## config.mk

```make
export PLATFORM = sky130hd
export DESIGN_NAME = bus_bridge
export DESIGN_NICKNAME = d
export VERILOG_FILES = /design/src/hdl/bridge_pkg.sv /design/src/hdl/bus_bridge.sv /design/src/hdl/initiator_port.sv /design/src/hdl/target_port.sv /design/src/hdl/addr_decode.sv
export VERILOG_INCLUDE_DIRS = /design/src /design/src/include
export SDC_FILE = /design/constraint.sdc
export NUM_CORES = 1
export LEC_CHECK = 0
export CAP_MARGIN = 20
export CORE_ASPECT_RATIO = 0.5
export CORE_UTILIZATION = 30
export DETAILED_ROUTE_END_ITERATION = 8
export DONT_BUFFER_PORTS = 1
export GPL_ROUTABILITY_DRIVEN = 1
export PLACE_DENSITY = 0.45
export SYNTH_ARGS = -nofsm -noshare
export SYNTH_HDL_FRONTEND = slang
export SYNTH_SLANG_ARGS = --single-unit
export TNS_END_PERCENT = 10
```

## constraint.sdc

```tcl
create_clock -name clk -period 2.3 [get_ports clk]
set_input_delay 0.23 -clock clk [delete_from_list [all_inputs] [get_ports clk]]
set_output_delay 0.23 -clock clk [all_outputs]
set_load 0.02 [all_outputs]
```

## src/include/bridge_cfg.svh

```systemverilog
`ifndef BRIDGE_CFG_SVH
`define BRIDGE_CFG_SVH

// both buses share the same address and data widths
`define ADDR_W 16
`define DATA_W 8

// the bus A window starts here and the three regions follow each other
`define BRIDGE_BASE_ADDR 16'h8000

`define REGION0_SIZE 16'd2048
`define REGION1_SIZE 16'd4096
`define REGION2_SIZE 16'd4096

// where each region lands on bus B
`define REGION0_B_BASE 16'h0000
`define REGION1_B_BASE 16'h4000
`define REGION2_B_BASE 16'h8000

`endif
```

## src/hdl/bridge_pkg.sv

```systemverilog
`default_nettype none

`include "bridge_cfg.svh"

package bridge_pkg;

    typedef logic [`ADDR_W-1:0] addr_t;
    typedef logic [`DATA_W-1:0] data_t;

    typedef enum logic [2:0] {
        TGT_IDLE,
        TGT_WAIT_WDATA,
        TGT_SEND_REQ,
        TGT_WAIT_RESP,
        TGT_WAIT_GRANT
    } target_state_t;

    typedef enum logic [1:0] {
        INIT_IDLE,
        INIT_SEND,
        INIT_WAIT_ACK,
        INIT_RESP_HOLD
    } init_state_t;

endpackage

`default_nettype wire

```

## src/hdl/bus_bridge.sv

```systemverilog
`timescale 1ns/1ps
`default_nettype none

module bus_bridge (
    input  wire logic              clk,
    input  wire logic              rst_n,
    // the bridge is a target on bus A
    input  wire bridge_pkg::addr_t target_addr_in,
    input  wire logic              target_addr_in_valid,
    input  wire logic              target_rw,
    input  wire bridge_pkg::data_t target_data_in,
    input  wire logic              target_data_in_valid,
    input  wire logic              split_grant,
    output logic                   target_split_ack,
    output logic                   target_ack,
    output bridge_pkg::data_t      target_data_out,
    output logic                   target_data_out_valid,
    output logic                   split_req,
    // the bridge initiates on bus B
    output logic                   init_req,
    output bridge_pkg::addr_t      init_addr_out,
    output logic                   init_addr_out_valid,
    output bridge_pkg::data_t      init_data_out,
    output logic                   init_data_out_valid,
    output logic                   init_rw,
    input  wire logic              init_grant,
    input  wire bridge_pkg::data_t init_data_in,
    input  wire logic              init_data_in_valid,
    input  wire logic              init_ack,
    input  wire logic              init_split_ack
);

    logic              dec_valid;
    logic              dec_hit;
    logic              dec_split;
    bridge_pkg::addr_t dec_addr;
    logic              dec_rw;
    bridge_pkg::data_t dec_data;
    logic              dec_data_valid;

    logic              req_valid;
    logic              req_ready;
    logic              req_write;
    bridge_pkg::addr_t req_addr;
    bridge_pkg::data_t req_data;
    logic              resp_valid;
    logic              resp_ready;
    logic              resp_write;
    bridge_pkg::data_t resp_data;

    addr_decode i_decode (
        .clk                  (clk),
        .rst_n                (rst_n),
        .target_addr_in       (target_addr_in),
        .target_addr_in_valid (target_addr_in_valid),
        .target_rw            (target_rw),
        .target_data_in       (target_data_in),
        .target_data_in_valid (target_data_in_valid),
        .dec_valid            (dec_valid),
        .dec_hit              (dec_hit),
        .dec_split            (dec_split),
        .dec_addr             (dec_addr),
        .dec_rw               (dec_rw),
        .dec_data             (dec_data),
        .dec_data_valid       (dec_data_valid)
    );

    target_port i_target (
        .clk                   (clk),
        .rst_n                 (rst_n),
        .dec_valid             (dec_valid),
        .dec_hit               (dec_hit),
        .dec_split             (dec_split),
        .dec_addr              (dec_addr),
        .dec_rw                (dec_rw),
        .dec_data              (dec_data),
        .dec_data_valid        (dec_data_valid),
        .target_data_in        (target_data_in),
        .target_data_in_valid  (target_data_in_valid),
        .split_grant           (split_grant),
        .target_split_ack      (target_split_ack),
        .target_ack            (target_ack),
        .target_data_out       (target_data_out),
        .target_data_out_valid (target_data_out_valid),
        .split_req             (split_req),
        .req_valid             (req_valid),
        .req_ready             (req_ready),
        .req_write             (req_write),
        .req_addr              (req_addr),
        .req_data              (req_data),
        .resp_valid            (resp_valid),
        .resp_ready            (resp_ready),
        .resp_write            (resp_write),
        .resp_data             (resp_data)
    );

    initiator_port i_initiator (
        .clk                 (clk),
        .rst_n               (rst_n),
        .req_valid           (req_valid),
        .req_ready           (req_ready),
        .req_write           (req_write),
        .req_addr            (req_addr),
        .req_data            (req_data),
        .resp_valid          (resp_valid),
        .resp_ready          (resp_ready),
        .resp_write          (resp_write),
        .resp_data           (resp_data),
        .init_req            (init_req),
        .init_addr_out       (init_addr_out),
        .init_addr_out_valid (init_addr_out_valid),
        .init_data_out       (init_data_out),
        .init_data_out_valid (init_data_out_valid),
        .init_rw             (init_rw),
        .init_grant          (init_grant),
        .init_data_in        (init_data_in),
        .init_data_in_valid  (init_data_in_valid),
        .init_ack            (init_ack),
        .init_split_ack      (init_split_ack)
    );

endmodule

`default_nettype wire

```

## src/hdl/initiator_port.sv

```systemverilog
`timescale 1ns/1ps
`default_nettype none

module initiator_port (
    input  wire logic              clk,
    input  wire logic              rst_n,
    // request from the target side
    input  wire logic              req_valid,
    output logic                   req_ready,
    input  wire logic              req_write,
    input  wire bridge_pkg::addr_t req_addr,
    input  wire bridge_pkg::data_t req_data,
    // response back to the target side
    output logic                   resp_valid,
    input  wire logic              resp_ready,
    output logic                   resp_write,
    output bridge_pkg::data_t      resp_data,
    // bus B
    output logic                   init_req,
    output bridge_pkg::addr_t      init_addr_out,
    output logic                   init_addr_out_valid,
    output bridge_pkg::data_t      init_data_out,
    output logic                   init_data_out_valid,
    output logic                   init_rw,
    input  wire logic              init_grant,
    input  wire bridge_pkg::data_t init_data_in,
    input  wire logic              init_data_in_valid,
    input  wire logic              init_ack,
    input  wire logic              init_split_ack
);

    bridge_pkg::init_state_t state;

    bridge_pkg::addr_t cur_addr;
    bridge_pkg::data_t cur_data;
    bridge_pkg::data_t rd_buf;
    logic              ack_seen;
    logic              rd_seen;
    logic              active;
    logic              done;

    assign active = (state == bridge_pkg::INIT_SEND) || (state == bridge_pkg::INIT_WAIT_ACK);

    // read data can come before, with or after the ack
    assign done = (ack_seen || init_ack) && (init_rw || rd_seen || init_data_in_valid);

    assign req_ready     = (state == bridge_pkg::INIT_IDLE);
    assign resp_valid    = (state == bridge_pkg::INIT_RESP_HOLD);
    assign resp_write    = init_rw;
    assign resp_data     = init_rw ? '0 : rd_buf;
    assign init_addr_out = cur_addr;
    assign init_data_out = cur_data;

    always_ff @(posedge clk or negedge rst_n) begin
        if (!rst_n) begin
            state               <= bridge_pkg::INIT_IDLE;
            init_req            <= 1'b0;
            init_addr_out_valid <= 1'b0;
            init_data_out_valid <= 1'b0;
            init_rw             <= 1'b1;
            ack_seen            <= 1'b0;
            rd_seen             <= 1'b0;
        end else begin
            if (active) begin
                if (init_data_in_valid) begin
                    rd_seen <= 1'b1;
                end
                if (init_ack) begin
                    ack_seen <= 1'b1;
                end
                // a split ack releases the bus, the data follows later
                if (init_ack || init_split_ack) begin
                    init_req <= 1'b0;
                end
            end

            case (state)
                bridge_pkg::INIT_IDLE: begin
                    if (req_valid) begin
                        init_req            <= 1'b1;
                        init_rw             <= req_write;
                        init_addr_out_valid <= 1'b1;
                        init_data_out_valid <= req_write;
                        ack_seen            <= 1'b0;
                        rd_seen             <= 1'b0;
                        state               <= bridge_pkg::INIT_SEND;
                    end
                end

                bridge_pkg::INIT_SEND: begin
                    if (init_grant) begin
                        init_addr_out_valid <= 1'b0;
                        init_data_out_valid <= 1'b0;
                        state               <= bridge_pkg::INIT_WAIT_ACK;
                    end
                end

                bridge_pkg::INIT_WAIT_ACK: begin
                    if (done) begin
                        state <= bridge_pkg::INIT_RESP_HOLD;
                    end
                end

                bridge_pkg::INIT_RESP_HOLD: begin
                    if (resp_ready) begin
                        state <= bridge_pkg::INIT_IDLE;
                    end
                end

                default: state <= bridge_pkg::INIT_IDLE;
            endcase
        end
    end

    always_ff @(posedge clk) begin
        if ((state == bridge_pkg::INIT_IDLE) && req_valid) begin
            cur_addr <= req_addr;
            cur_data <= req_data;
        end
        if (active && init_data_in_valid) begin
            rd_buf <= init_data_in;
        end
    end

endmodule

`default_nettype wire

```

## src/hdl/target_port.sv

```systemverilog
`timescale 1ns/1ps
`default_nettype none

module target_port (
    input  wire logic              clk,
    input  wire logic              rst_n,
    // decoded access from the first stage
    input  wire logic              dec_valid,
    input  wire logic              dec_hit,
    input  wire logic              dec_split,
    input  wire bridge_pkg::addr_t dec_addr,
    input  wire logic              dec_rw,
    input  wire bridge_pkg::data_t dec_data,
    input  wire logic              dec_data_valid,
    // bus A
    input  wire bridge_pkg::data_t target_data_in,
    input  wire logic              target_data_in_valid,
    input  wire logic              split_grant,
    output logic                   target_split_ack,
    output logic                   target_ack,
    output bridge_pkg::data_t      target_data_out,
    output logic                   target_data_out_valid,
    output logic                   split_req,
    // request to the initiator
    output logic                   req_valid,
    input  wire logic              req_ready,
    output logic                   req_write,
    output bridge_pkg::addr_t      req_addr,
    output bridge_pkg::data_t      req_data,
    // response from the initiator
    input  wire logic              resp_valid,
    output logic                   resp_ready,
    input  wire logic              resp_write,
    input  wire bridge_pkg::data_t resp_data
);

    bridge_pkg::target_state_t state;

    bridge_pkg::addr_t cur_addr;
    bridge_pkg::data_t cur_wdata;
    bridge_pkg::data_t rd_hold;
    logic              cur_write;
    logic              cur_split;
    logic              accept;
    logic              need_wdata;

    assign accept = (state == bridge_pkg::TGT_IDLE) && dec_valid;

    // write data may also turn up on bus A one cycle after the address
    assign need_wdata = dec_rw && !dec_data_valid && !target_data_in_valid;

    assign req_valid  = (state == bridge_pkg::TGT_SEND_REQ);
    assign req_write  = cur_write;
    assign req_addr   = cur_addr;
    assign req_data   = cur_wdata;
    assign resp_ready = (state == bridge_pkg::TGT_WAIT_RESP);
    assign split_req  = (state == bridge_pkg::TGT_WAIT_GRANT);

    always_ff @(posedge clk or negedge rst_n) begin
        if (!rst_n) begin
            state                 <= bridge_pkg::TGT_IDLE;
            target_split_ack      <= 1'b0;
            target_ack            <= 1'b0;
            target_data_out_valid <= 1'b0;
        end else begin
            target_split_ack      <= 1'b0;
            target_ack            <= 1'b0;
            target_data_out_valid <= 1'b0;

            case (state)
                bridge_pkg::TGT_IDLE: begin
                    if (dec_valid) begin
                        target_split_ack <= 1'b1;
                        if (!dec_hit) begin
                            // outside the window, answered here without touching bus B
                            target_ack            <= 1'b1;
                            target_data_out_valid <= !dec_rw;
                        end else if (need_wdata) begin
                            state <= bridge_pkg::TGT_WAIT_WDATA;
                        end else begin
                            state <= bridge_pkg::TGT_SEND_REQ;
                        end
                    end
                end

                bridge_pkg::TGT_WAIT_WDATA: begin
                    if (target_data_in_valid) begin
                        state <= bridge_pkg::TGT_SEND_REQ;
                    end
                end

                bridge_pkg::TGT_SEND_REQ: begin
                    if (req_ready) begin
                        state <= bridge_pkg::TGT_WAIT_RESP;
                    end
                end

                bridge_pkg::TGT_WAIT_RESP: begin
                    if (resp_valid) begin
                        if (resp_write) begin
                            target_ack <= 1'b1;
                            state      <= bridge_pkg::TGT_IDLE;
                        end else if (cur_split) begin
                            state <= bridge_pkg::TGT_WAIT_GRANT;
                        end else begin
                            target_data_out_valid <= 1'b1;
                            target_ack            <= 1'b1;
                            state                 <= bridge_pkg::TGT_IDLE;
                        end
                    end
                end

                bridge_pkg::TGT_WAIT_GRANT: begin
                    if (split_grant) begin
                        target_data_out_valid <= 1'b1;
                        target_ack            <= 1'b1;
                        state                 <= bridge_pkg::TGT_IDLE;
                    end
                end

                default: state <= bridge_pkg::TGT_IDLE;
            endcase
        end
    end

    always_ff @(posedge clk) begin
        if (accept) begin
            cur_addr  <= dec_addr;
            cur_write <= dec_rw;
            cur_split <= dec_split;
            cur_wdata <= dec_data_valid ? dec_data : target_data_in;
        end
        if ((state == bridge_pkg::TGT_WAIT_WDATA) && target_data_in_valid) begin
            cur_wdata <= target_data_in;
        end

        if (resp_valid && resp_ready) begin
            rd_hold <= resp_data;
        end

        if (accept && !dec_hit) begin
            target_data_out <= '0;
        end else if (resp_valid && resp_ready && !cur_split) begin
            target_data_out <= resp_data;
        end else if ((state == bridge_pkg::TGT_WAIT_GRANT) && split_grant) begin
            target_data_out <= rd_hold;
        end
    end

endmodule

`default_nettype wire

```

## src/hdl/addr_decode.sv

```systemverilog
`timescale 1ns/1ps
`default_nettype none

`include "bridge_cfg.svh"

module addr_decode (
    input  wire logic              clk,
    input  wire logic              rst_n,
    input  wire bridge_pkg::addr_t target_addr_in,
    input  wire logic              target_addr_in_valid,
    input  wire logic              target_rw,
    input  wire bridge_pkg::data_t target_data_in,
    input  wire logic              target_data_in_valid,
    output logic                   dec_valid,
    output logic                   dec_hit,
    output logic                   dec_split,
    output bridge_pkg::addr_t      dec_addr,
    output logic                   dec_rw,
    output bridge_pkg::data_t      dec_data,
    output logic                   dec_data_valid
);

    localparam bridge_pkg::addr_t WIN_BASE = `BRIDGE_BASE_ADDR;
    localparam bridge_pkg::addr_t R0_END   = `REGION0_SIZE;
    localparam bridge_pkg::addr_t R1_END   = `REGION0_SIZE + `REGION1_SIZE;
    localparam bridge_pkg::addr_t WIN_SIZE = `REGION0_SIZE + `REGION1_SIZE + `REGION2_SIZE;

    bridge_pkg::addr_t offset;
    bridge_pkg::addr_t b_addr;
    logic              in_window;
    logic              in_r0;

    // the subtraction wraps below the base, so the lower bound is checked separately
    assign offset    = target_addr_in - WIN_BASE;
    assign in_window = (target_addr_in >= WIN_BASE) && (offset < WIN_SIZE);
    assign in_r0     = offset < R0_END;

    always_comb begin
        if (in_r0) begin
            b_addr = `REGION0_B_BASE + offset;
        end else if (offset < R1_END) begin
            b_addr = `REGION1_B_BASE + (offset - R0_END);
        end else begin
            b_addr = `REGION2_B_BASE + (offset - R1_END);
        end
    end

    always_ff @(posedge clk or negedge rst_n) begin
        if (!rst_n) begin
            dec_valid      <= 1'b0;
            dec_data_valid <= 1'b0;
        end else begin
            dec_valid      <= target_addr_in_valid;
            dec_data_valid <= target_data_in_valid;
        end
    end

    always_ff @(posedge clk) begin
        dec_hit   <= in_window;
        dec_split <= in_window && in_r0;
        dec_addr  <= b_addr;
        dec_rw    <= target_rw;
        dec_data  <= target_data_in;
    end

endmodule

`default_nettype wire

```

==> results of run 1 <==
[power groups by stage]
stage / clock network (mW) / logic [mW] / registers [mW]
finish: 2.57 / 1.09 / 3.23
global route: 2.74 / 1.22 / 3.28
CTS: 2.64 / 1.11 / 3.24
detailed placement: 0 / 1.04 / 3.28
global placement: 0 / 1.00 / 3.26
floorplan: 0 / 0.890 / 3.16
[state kept, by name, summed over array words and instances, names as in the netlist, 2 cells and up]
register / cells
i_decode.dec_addr: 16
i_initiator.init_addr_out: 16
i_target.req_addr: 16
i_decode.dec_data: 8
i_initiator.init_data_out: 8
i_initiator.rd_buf: 8
i_target.rd_hold: 8
i_target.req_data: 8
i_target.target_data_out: 8
i_target.state: 3
i_initiator.state: 2
[Yosys cell counts (2+ instances only)]
cell      instances  area (um2)
o21ai_0           6        30.0
a21oi_1           3        15.0
ha_1              6        75.1
clkbuf_1          3        11.3
buf_6             5        56.3
o31ai_1           2        15.0
mux2_2            8        90.1
nand2_1          17        63.8
nand3_1           9        45.0
nor2_1           18        67.6
edfxtp_1         66        1980
dfxtp_1          35         701
nor2b_1          10        62.6
mux2i_1           2        20.0
xnor2_1           2        17.5
and2_1            2        12.5
a22o_1            2        17.5
nor3_1            4        20.0
dfrtp_1          15         375
a311oi_2          8         120
inv_1             6        22.5
[metrics by stage]
stage	hold WS [ns]	setup WS, ns	power (mW)	cells	area, um2
6_report	0.0235	0.349	6.89	524	5350
3_3_place_gp	-0.0652	0.483	4.26	453	4390
4_1_cts	0.00944	0.344	6.99	524	5350
3_5_place_dp	-0.0654	0.377	4.32	453	4390
5_1_grt	0.0170	0.202	7.24	524	5350
2_1_floorplan	-0.0656	0.312	4.05	266	4190
[metal layers]
metal  wire length (um)  vias up  global-route usage
met5                  0        -                   0
met4                106        0              0.0590
met3                342       10              0.0434
met2               3820       42               0.186
met1               3700     1114               0.147
li1                   -     1082                   -
[cells by family (layout without fill, tap and decap cells)]
logic type,Yosys count,after routing,share of synthesized area
AOI/OAI and AO/OA,35,35,0.0752
muxes,12,12,0.0325
and+or+nand+nor,76,76,0.107
buffers and inverters,18,84,0.0280
DFF,117,117,0.736
adders and majority gates,6,6,0.0179
xor gates and xnor gates,2,2,0.00418
[worst paths after layout]
path                                       startpoint                           to  cells past startpoint
min in group asynchronous                       rst_n          i_initiator.rd_seen                      1
worst max register to register      i_target.state[2]  i_target.target_data_out[4]                      4
max in group asynchronous                       rst_n    i_target.target_split_ack                      1
worst min register to register  i_decode.dec_addr[15]        i_target.req_addr[15]                      0
worst max-delay path                i_target.state[2]  i_target.target_data_out[4]                      4
worst min-delay path                      split_grant            i_target.state[2]                      2
[worst max-delay path, delay by kind of cell (launching register included)]
kind	cells	cell delay (ns)
simple gates	3	0.98
compound gates	1	0.29
flops	1	0.58
[layout make-up]
| type | count | area (um2) |
|---|---|---|
| clock buffers | 22 | 444 |
| clock inverters | 10 | 133 |
| fillers | 1280 | 8230 |
| inverters | 7 | 26.3 |
| multi-input cells | 131 | 991 |
| flip-flops and latches | 117 | 3080 |
| well taps | 192 | 240 |
| repair buffers | 45 | 435 |
==> metrics.txt, run 1 <==
status=completed; period utilization=0.848; cts hold-fix bufs=39; DIE AREA=0.0145 mm2; H-tree Lvls=4; DR pass1 iterations=4; Final TNS setup=0 ns; initial drt markers=121; I/O Pins=just over 80; Port Buffers=0; Crit path arrival time=2.25 ns; CTS resizes=0; Main synth FF type=edfxtp_1; HPWL Detailed=5310 um; Max Cap Viol=0; starting density of the core=0.309; synthesized area=0.00419 mm2; Routed WL=7980 um; Clock Skew=0.00913 ns; final net count=~370; Critical Path RT=2.60 ns; initial antenna violation count=0; Hold Vio Cnt, Final=0; Synthesized Nets=314; Ant. Diodes=0; fmax=just over 0.5 GHz; Post-CTS Setup Inserts=0; Critical-path top delay cell=or2_1; core box area=~0.014 mm2; clock network power share=0.373; combinational share of power=0.159; most frequent cells in the layout=66 x edfxtp_1, 39 x dlygate4sd3_1, 35 x dfxtp_1; largest net degree at the start of global routing=20; first-pass GRT wire length=12600 um; RD Place Congestion=0.790; Total Routing Usage GR=0.119; R2R setup slack=0.35 ns; crit-path max cell delay=0.61 ns; Crit Path Max Fanout=17; critical path type=reg -> reg; CTS tree=built; fin util=0.394; EDFF count, synth=66; row count=30; count of final setup violators=0; minimum clock period=1.95 ns; P_int=4.93 mW; Slew @ Worst Pin=0.772 ns; Synth cell types=58; Final ANT Viol Nets=0; total CTS buffers=17; Ys Warns=0; Sw Ratio=0.284; Relative slew margins=0.484; Slew Viols, Final=0; clk_lat worst skew=0.40 ns; worst hold path class=in -> reg; routed via count=between 2000 and 2500; type of origin of the critical path=register; Crit. End Element=register; WL per Instance=15.2 um; worst-path cell chain=nand4b_4, or2_1, nor2_1, a311oi_2; CTS Sinks=117; CTS Root Cell=clkbuf_16; Async SR Flop Fraction=0.137; fraction of layout cells with a size suffix above 1=0.184; grt total ovfl=0; pwr/cell area=1290 mW/mm2; Seq cells post-synth=between 100 and 150; switching power=about 2.0 mW; clk buf depth=2; clk slew on worst S/H paths=0.05 ns; number of remaining DRC errors=0; register area share after synthesis=0.736; vias in the first global route=2347; Synth-to-Final Area Change=27.7%; synthesized instance count=266; RSZ-0062 raised after global routing=no; Flop pwr share=0.469; Die X-Extent=roughly 170 um; Die Ht=between 80 and 90 um; leakage power=just under 2 nW; worst vdd ir=396 uV; commonest non-fill, non-tap cell in the layout=edfxtp_1; Vias/cell=4.29; Avg Inst Size Synth=15.8 um2
Power figures use the tool's default switching activity.
==> inputs of run 2 (changes only) <==
Settings changed: PLACE_DENSITY 0.45 to 0.46.
Clock period 2.3 ns to 1.7 ns, I/O delays scaled along.
==> run 2 against run 1 <==
Against the previous run:
- highest routed layer unchanged
- the run now ends with design-rule violations left
- largest power group unchanged
- critical path depth unchanged
- worst setup slack worse by 0.31 ns
- combinational power is 68% higher
==> metrics.txt, run 2 (synthesis gave the netlist of run 1 again) <==
worst vdd ir=808 uV (was 396 uV); first-pass GRT wire length=12800 um (was 12600 um); Vias/cell=4.33 (was 4.29); clk slew on worst S/H paths=0.06 ns (was 0.05 ns); initial drt markers=144 (was 121); Reg2Reg Depth=6 (was 4); RSZ-0062 raised after global routing=yes (was no); worst hold path class=in -> reg (unchanged); leakage power=2.05 nW (was 1.96 nW); type of origin of the critical path=register (unchanged); Final ANT Viol Nets=0 (unchanged); initial antenna violation count=0 (unchanged); count of final setup violators=0 (unchanged); clk_lat worst skew=0.41 ns (was 0.40 ns); Max Cap Viol=0 (unchanged); fraction of layout cells with a size suffix above 1=0.237 (was 0.184); Post-Place Setup Slack=0.105 ns (was 0.377 ns); largest net degree at the start of global routing=31 (was 20); critical path type=reg -> out (was reg -> reg); Port Buffers=0 (unchanged); DR pass1 iterations=6 (was 4); Slew @ Worst Pin=0.780 ns (was 0.772 ns); failing checks=design-rule violations; Crit path arrival time=1.49 ns (was 2.25 ns); Die X-Extent=169 um (unchanged); Critical Path RT=1.53 ns (was 2.60 ns); worst hold start=init_split_ack (was split_grant); WL per Instance=15.1 um (was 15.2 um); status=complete, but fails checks (was completed); number of remaining DRC errors=1 (was 0); Crit Path Max Fanout=7 (was 17); CTS tree=built (unchanged); clk buf depth=2 (unchanged); RR Endpoint=i_initiator.init_rw (was i_target.target_data_out[4]); CTS Root Cell=clkbuf_16 (unchanged); worst setup margin=0.0440 ns (was 0.349 ns); pwr/cell area=1720 mW/mm2 (was 1290 mW/mm2); row count=30 (unchanged); starting density of the core=0.309 (unchanged); Ant. Diodes=0 (unchanged); commonest non-fill, non-tap cell in the layout=edfxtp_1 (unchanged); H-tree Lvls=4 (unchanged); Crit. End Element=output port (was register); most frequent cells in the layout=66 x edfxtp_1, 42 x dlygate4sd3_1, 35 x dfxtp_1 (was 66 x edfxtp_1, 39 x dlygate4sd3_1, 35 x dfxtp_1); final net count=381 (was 367); period utilization=0.974; Routed WL=8120 um (was 7980 um); Slew Viols, Final=0 (unchanged); HPWL Detailed=5340 um (was 5310 um); R2R setup slack=0.08 ns (was 0.35 ns); Relative slew margins=0.478 (was 0.484); DIE AREA=0.0145 mm2 (unchanged); Hold Vio Cnt, Final=0 (unchanged); cell area after layout=0.00553 mm2 (was 0.00535 mm2); grt total ovfl=0 (unchanged); RD Place Congestion=0.790 (about the same); Total Routing Usage GR=0.121 (was 0.119); Synth-to-Final Area Change=31.9% (was 27.7%); Die Ht=85.6 um (unchanged); total CTS buffers=17 (unchanged); minimum clock period=1.66 ns; fmax=between 0.6 and 0.7 GHz; core box area=0.0136 mm2 (unchanged); area post-placement=0.00452 mm2 (was 0.00439 mm2); vias in the first global route=2396 (was 2347); I/O Pins=82 (unchanged); CTS Sinks=117 (unchanged); Clock Skew=0.00679 ns (was 0.00913 ns); hold endpoint=i_initiator.init_req (was i_target.state[2]); routed via count=2332 (was 2248); hold depth=2 (unchanged); RR Startpoint=i_target.state[1] (was i_target.state[2])
## run 2: cell count changes in the layout (fill, tap and decap cells not counted), moves of 3 or more
cell / before / now
clkbuf_1: 5 / 2
buf_4: 6 / 12
buf_12: 0 / 3
dlygate4sd3_1: 39 / 42
## run 2: layout make-up
cell class,instances,area [um2]
Fill cell,1270,8060
Sequential cell,117,3090
Multi-Input combinational cell,131,1010
Timing Repair Buffer,59,597
Clock buffer,19,433
Tap cell,192,240
Clock inverter,13,134
Inverter,7,26.3
## run 2: what timing repair did
item,4_1_cts,5_1_grt
setup endpoints to repair,1,4
gates resized for setup,1,5
hold buffers,42,0
buffers inserted,1,0
hold endpoints to repair,74,0
## run 2: through the flow
stage / power (mW) / hold WS [ns] / utilization / TNS, ns / std cells
6_report: 9.53 / 0.0266 / 0.407 / 0 / 538
5_1_grt: 10.0 / 0.0110 / 0.407 / -0.00937 / 538
4_1_cts: 9.65 / 0.00609 / 0.406 / 0 / 538
3_5_place_dp: 6.10 / -0.125 / 0.332 / 0 / 463
3_3_place_gp: 6.02 / -0.125 / 0.332 / 0 / 463
2_1_floorplan: 5.53 / -0.126 / - / -6.39 / 266
## run 2: worst max-delay path: stages (launching register included)
cell,delay (ns)
dfrtp_1,0.41
buf_4,0.17
nor3b_2,0.18
buf_4,0.17
buf_8,0.14
## run 2: report_power, final
group | internal, mW | switching (mW) | total [mW]
combinational | 0.864 | 0.966 | 1.83
clock | 2.15 | 1.24 | 3.39
sequential | 3.73 | 0.586 | 4.32
total | 6.74 | 2.79 | 9.53
## run 2: how the worst max path moves through the flow
| stage | from | end | slack, ns | depth (start not counted) |
|---|---|---|---|---|
| detailed placement | i_initiator.state[1] | i_target.target_data_out[4] | 0.11 | 6 |
| finish | i_target.state[1] | split_req | 0.04 | 4 |
| global route | i_target.state[1] | split_req | -0.009 | 4 |
| global placement | i_target.state[1] | i_target.target_data_out[5] | 0.14 | 6 |
| floorplan | i_target.state[0] | i_target.target_data_out_valid | -0.25 | 6 |
| CTS | i_target.state[0] | split_req | 0.009 | 4 |
## run 2: routing by layer
layer,GRT usage,share of wire,up-vias
met1,0.136,0.43,1154
met3,0.0554,0.060,11
met5,0,0,-
met4,0.0622,0.016,0
li1,-,-,1111
met2,0.197,0.49,56
==> inputs of run 3 (changes only) <==
Settings changed: ABC_CLOCK_PERIOD_IN_PS set to 1700, SETUP_SLACK_MARGIN set to 0.2.
==> run 3 against run 2 <==
Against the previous run:
- the run still ends with design-rule violations left
- worst setup slack better by 0.0095 ns
- via count is 1.9% higher
- fmax is 0.58% higher
- clock power hardly changed
- clock skew hardly changed
- count of clock-buffer cells in the layout stayed put
- design area is 2.3% higher
- utilization is 0.93 points higher
- critical path depth is 2 higher
- worst hold slack hardly changed
- register-to-register slack worse by 0.03 ns
- power is 2.4% higher
- critical path type is now reg -> reg
==> metrics.txt, run 3 (synthesis gave the netlist of run 1 again) <==
first-pass GRT wire length=12900 um (was 12800 um); RD Place Congestion=0.790 (unchanged); RR Startpoint=i_target.state[1] (unchanged); clk buf depth=2 (unchanged); Sequential Area=0.00309 mm2 (about the same); Crit. End Element=register (was output port); Crit path arrival time=1.98 ns (was 1.49 ns); CTS Sinks=117 (unchanged); count of final setup violators=0 (unchanged); H-tree Lvls=4 (unchanged); Max Cap Viol=0 (unchanged); HPWL Detailed=5340 um (unchanged); CTS tree=built (unchanged); status=complete, but fails checks (unchanged); DRT met1 WL=3710 um (was 3490 um); total CTS buffers=17 (unchanged); minimum clock period=1.65 ns (was 1.66 ns); Crit Path Max Fanout=30 (was 7); period utilization=0.969 (was 0.974); pwr/cell area=1730 mW/mm2 (was 1720 mW/mm2); final net count=391 (was 381); critical path type=reg -> reg (was reg -> out); type of origin of the critical path=register (unchanged); Reg2Reg Depth=6 (unchanged); met2 WL post-DR=4100 um (was 4010 um); failing checks=design-rule violations (unchanged); Critical Path RT=2.04 ns (was 1.53 ns); Final ANT Viol Nets=0 (unchanged); hold depth=2 (unchanged); post-route total power=9.76 mW (was 9.53 mW); most frequent cells in the layout=66 x edfxtp_1, 42 x dlygate4sd3_1, 34 x dfxtp_1 (was 66 x edfxtp_1, 42 x dlygate4sd3_1, 35 x dfxtp_1); Total Routing Usage GR=0.122 (was 0.121); worst hold path class=in -> reg (unchanged); Hold Vio Cnt, Final=0 (unchanged); Met3 Routed Length=529 um (was 485 um); worst vdd ir=807 uV (was 808 uV); core box area=0.0136 mm2 (unchanged); Die X-Extent=169 um (unchanged); Port Buffers=0 (unchanged); leakage power=2.09 nW (was 2.05 nW); clk slew on worst S/H paths=0.06 ns (about the same); starting density of the core=0.309 (unchanged); Max Used Layer=met4 (unchanged); largest net degree at the start of global routing=31 (unchanged); fill count=1264 (was 1270); DR pass1 iterations=6 (unchanged); initial antenna violation count=0 (unchanged); clk_lat worst skew=0.41 ns (about the same); DIE AREA=0.0145 mm2 (unchanged); number of remaining DRC errors=1 (unchanged); Clock Skew=0.00696 ns (was 0.00679 ns); multi-input combinational cell area=0.00104 mm2 (was 0.00101 mm2); initial drt markers=110 (was 144); fraction of layout cells with a size suffix above 1=0.281 (was 0.237); hold endpoint=i_initiator.init_req (unchanged); RSZ-0062 raised after global routing=yes (unchanged); fin util=0.416 (was 0.407); fmax=0.607 GHz (was 0.604 GHz); Ant. Diodes=0 (unchanged); I/O Pins=82 (unchanged); RR Endpoint=i_initiator.init_rw (unchanged); Vias/cell=4.34 (was 4.33); Synth-to-Final Area Change=34.9% (was 31.9%); grt total ovfl=0 (unchanged); vias in the first global route=2407 (was 2396); R2R setup slack=0.05 ns (was 0.08 ns); Slew Viols, Final=0 (unchanged); routed via count=2377 (was 2332); Die Ht=85.6 um (unchanged); WL per Instance=15.5 um (was 15.1 um); commonest non-fill, non-tap cell in the layout=edfxtp_1 (unchanged); Relative slew margins=0.482 (was 0.478); row count=30 (unchanged); Routed WL=8470 um (was 8120 um); Slew @ Worst Pin=0.774 ns (was 0.780 ns); CTS Root Cell=clkbuf_16 (unchanged); worst hold start=init_split_ack (unchanged)
-- run 3: how the worst max path moves through the flow --
stage / startpoint / endpoint / slack [ns] / cells past startpoint
finish: i_target.state[1] / i_initiator.init_rw / 0.05 / 6
global route: i_target.state[1] / i_initiator.init_rw / -0.03 / 6
CTS: i_target.state[1] / i_initiator.init_rw / 0.07 / 6
detailed placement: i_initiator.state[1] / i_target.target_data_out[4] / 0.11 / 6
global placement: i_target.state[1] / i_target.target_data_out[5] / 0.14 / 6
floorplan: i_target.state[0] / i_target.target_data_out_valid / -0.25 / 6
-- run 3: layout make-up --
cell class	count	share of cell area
flip-flops and latches	117	0.546
clock inverters	13	0.0237
well taps	192	0.0425
multi-input cells	131	0.185
repair buffers	69	0.121
clock buffers	19	0.0765
inverters	7	0.00531
-- run 3: per-layer routing --
metal	track usage	vias up
met5	0	-
met4	0.0622	0
met3	0.0549	11
met2	0.198	64
met1	0.137	1167
li1	-	1135
-- run 3: power by group --
part | switching [mW] | internal (mW) | total (mW) | leakage, nW
clock | 1.25 | 2.15 | 3.40 | 0.273
sequential | 0.595 | 3.73 | 4.33 | 1.09
combinational | 1.04 | 1.00 | 2.04 | 0.730
total | 2.88 | 6.88 | 9.76 | 2.09
-- run 3: repair_timing --
action | 4_1_cts | 5_1_grt
cloned | 0 | 2
hold endpoints to repair | 74 | 0
buffers inserted | 5 | 4
pin swaps | 1 | 13
hold buffers | 42 | 0
resized for setup | 11 | 13
endpoints found under the setup margin | 47 | 86
-- run 3: through the flow --
stage | setup WS [ns] | hold slack [ns] | cells | setup TNS, ns | instance area (um2)
global route | -0.0280 | 0.0110 | 548 | -0.0280 | 5660
floorplan | -0.248 | -0.126 | 266 | -6.39 | 4210
finish | 0.0535 | 0.0265 | 548 | 0 | 5660
global placement | 0.144 | -0.125 | 463 | 0 | 4520
detailed placement | 0.105 | -0.125 | 463 | 0 | 4520
CTS | 0.0714 | 0.00609 | 542 | 0 | 5580
-- run 3: worst max-delay path, cell delays in order, from the launching register on --
cell	delay (ns)
dfrtp_1	0.43
buf_4	0.15
buf_4	0.13
nand2b_2	0.10
nor3b_4	0.22
buf_12	0.24
mux2_4	0.32
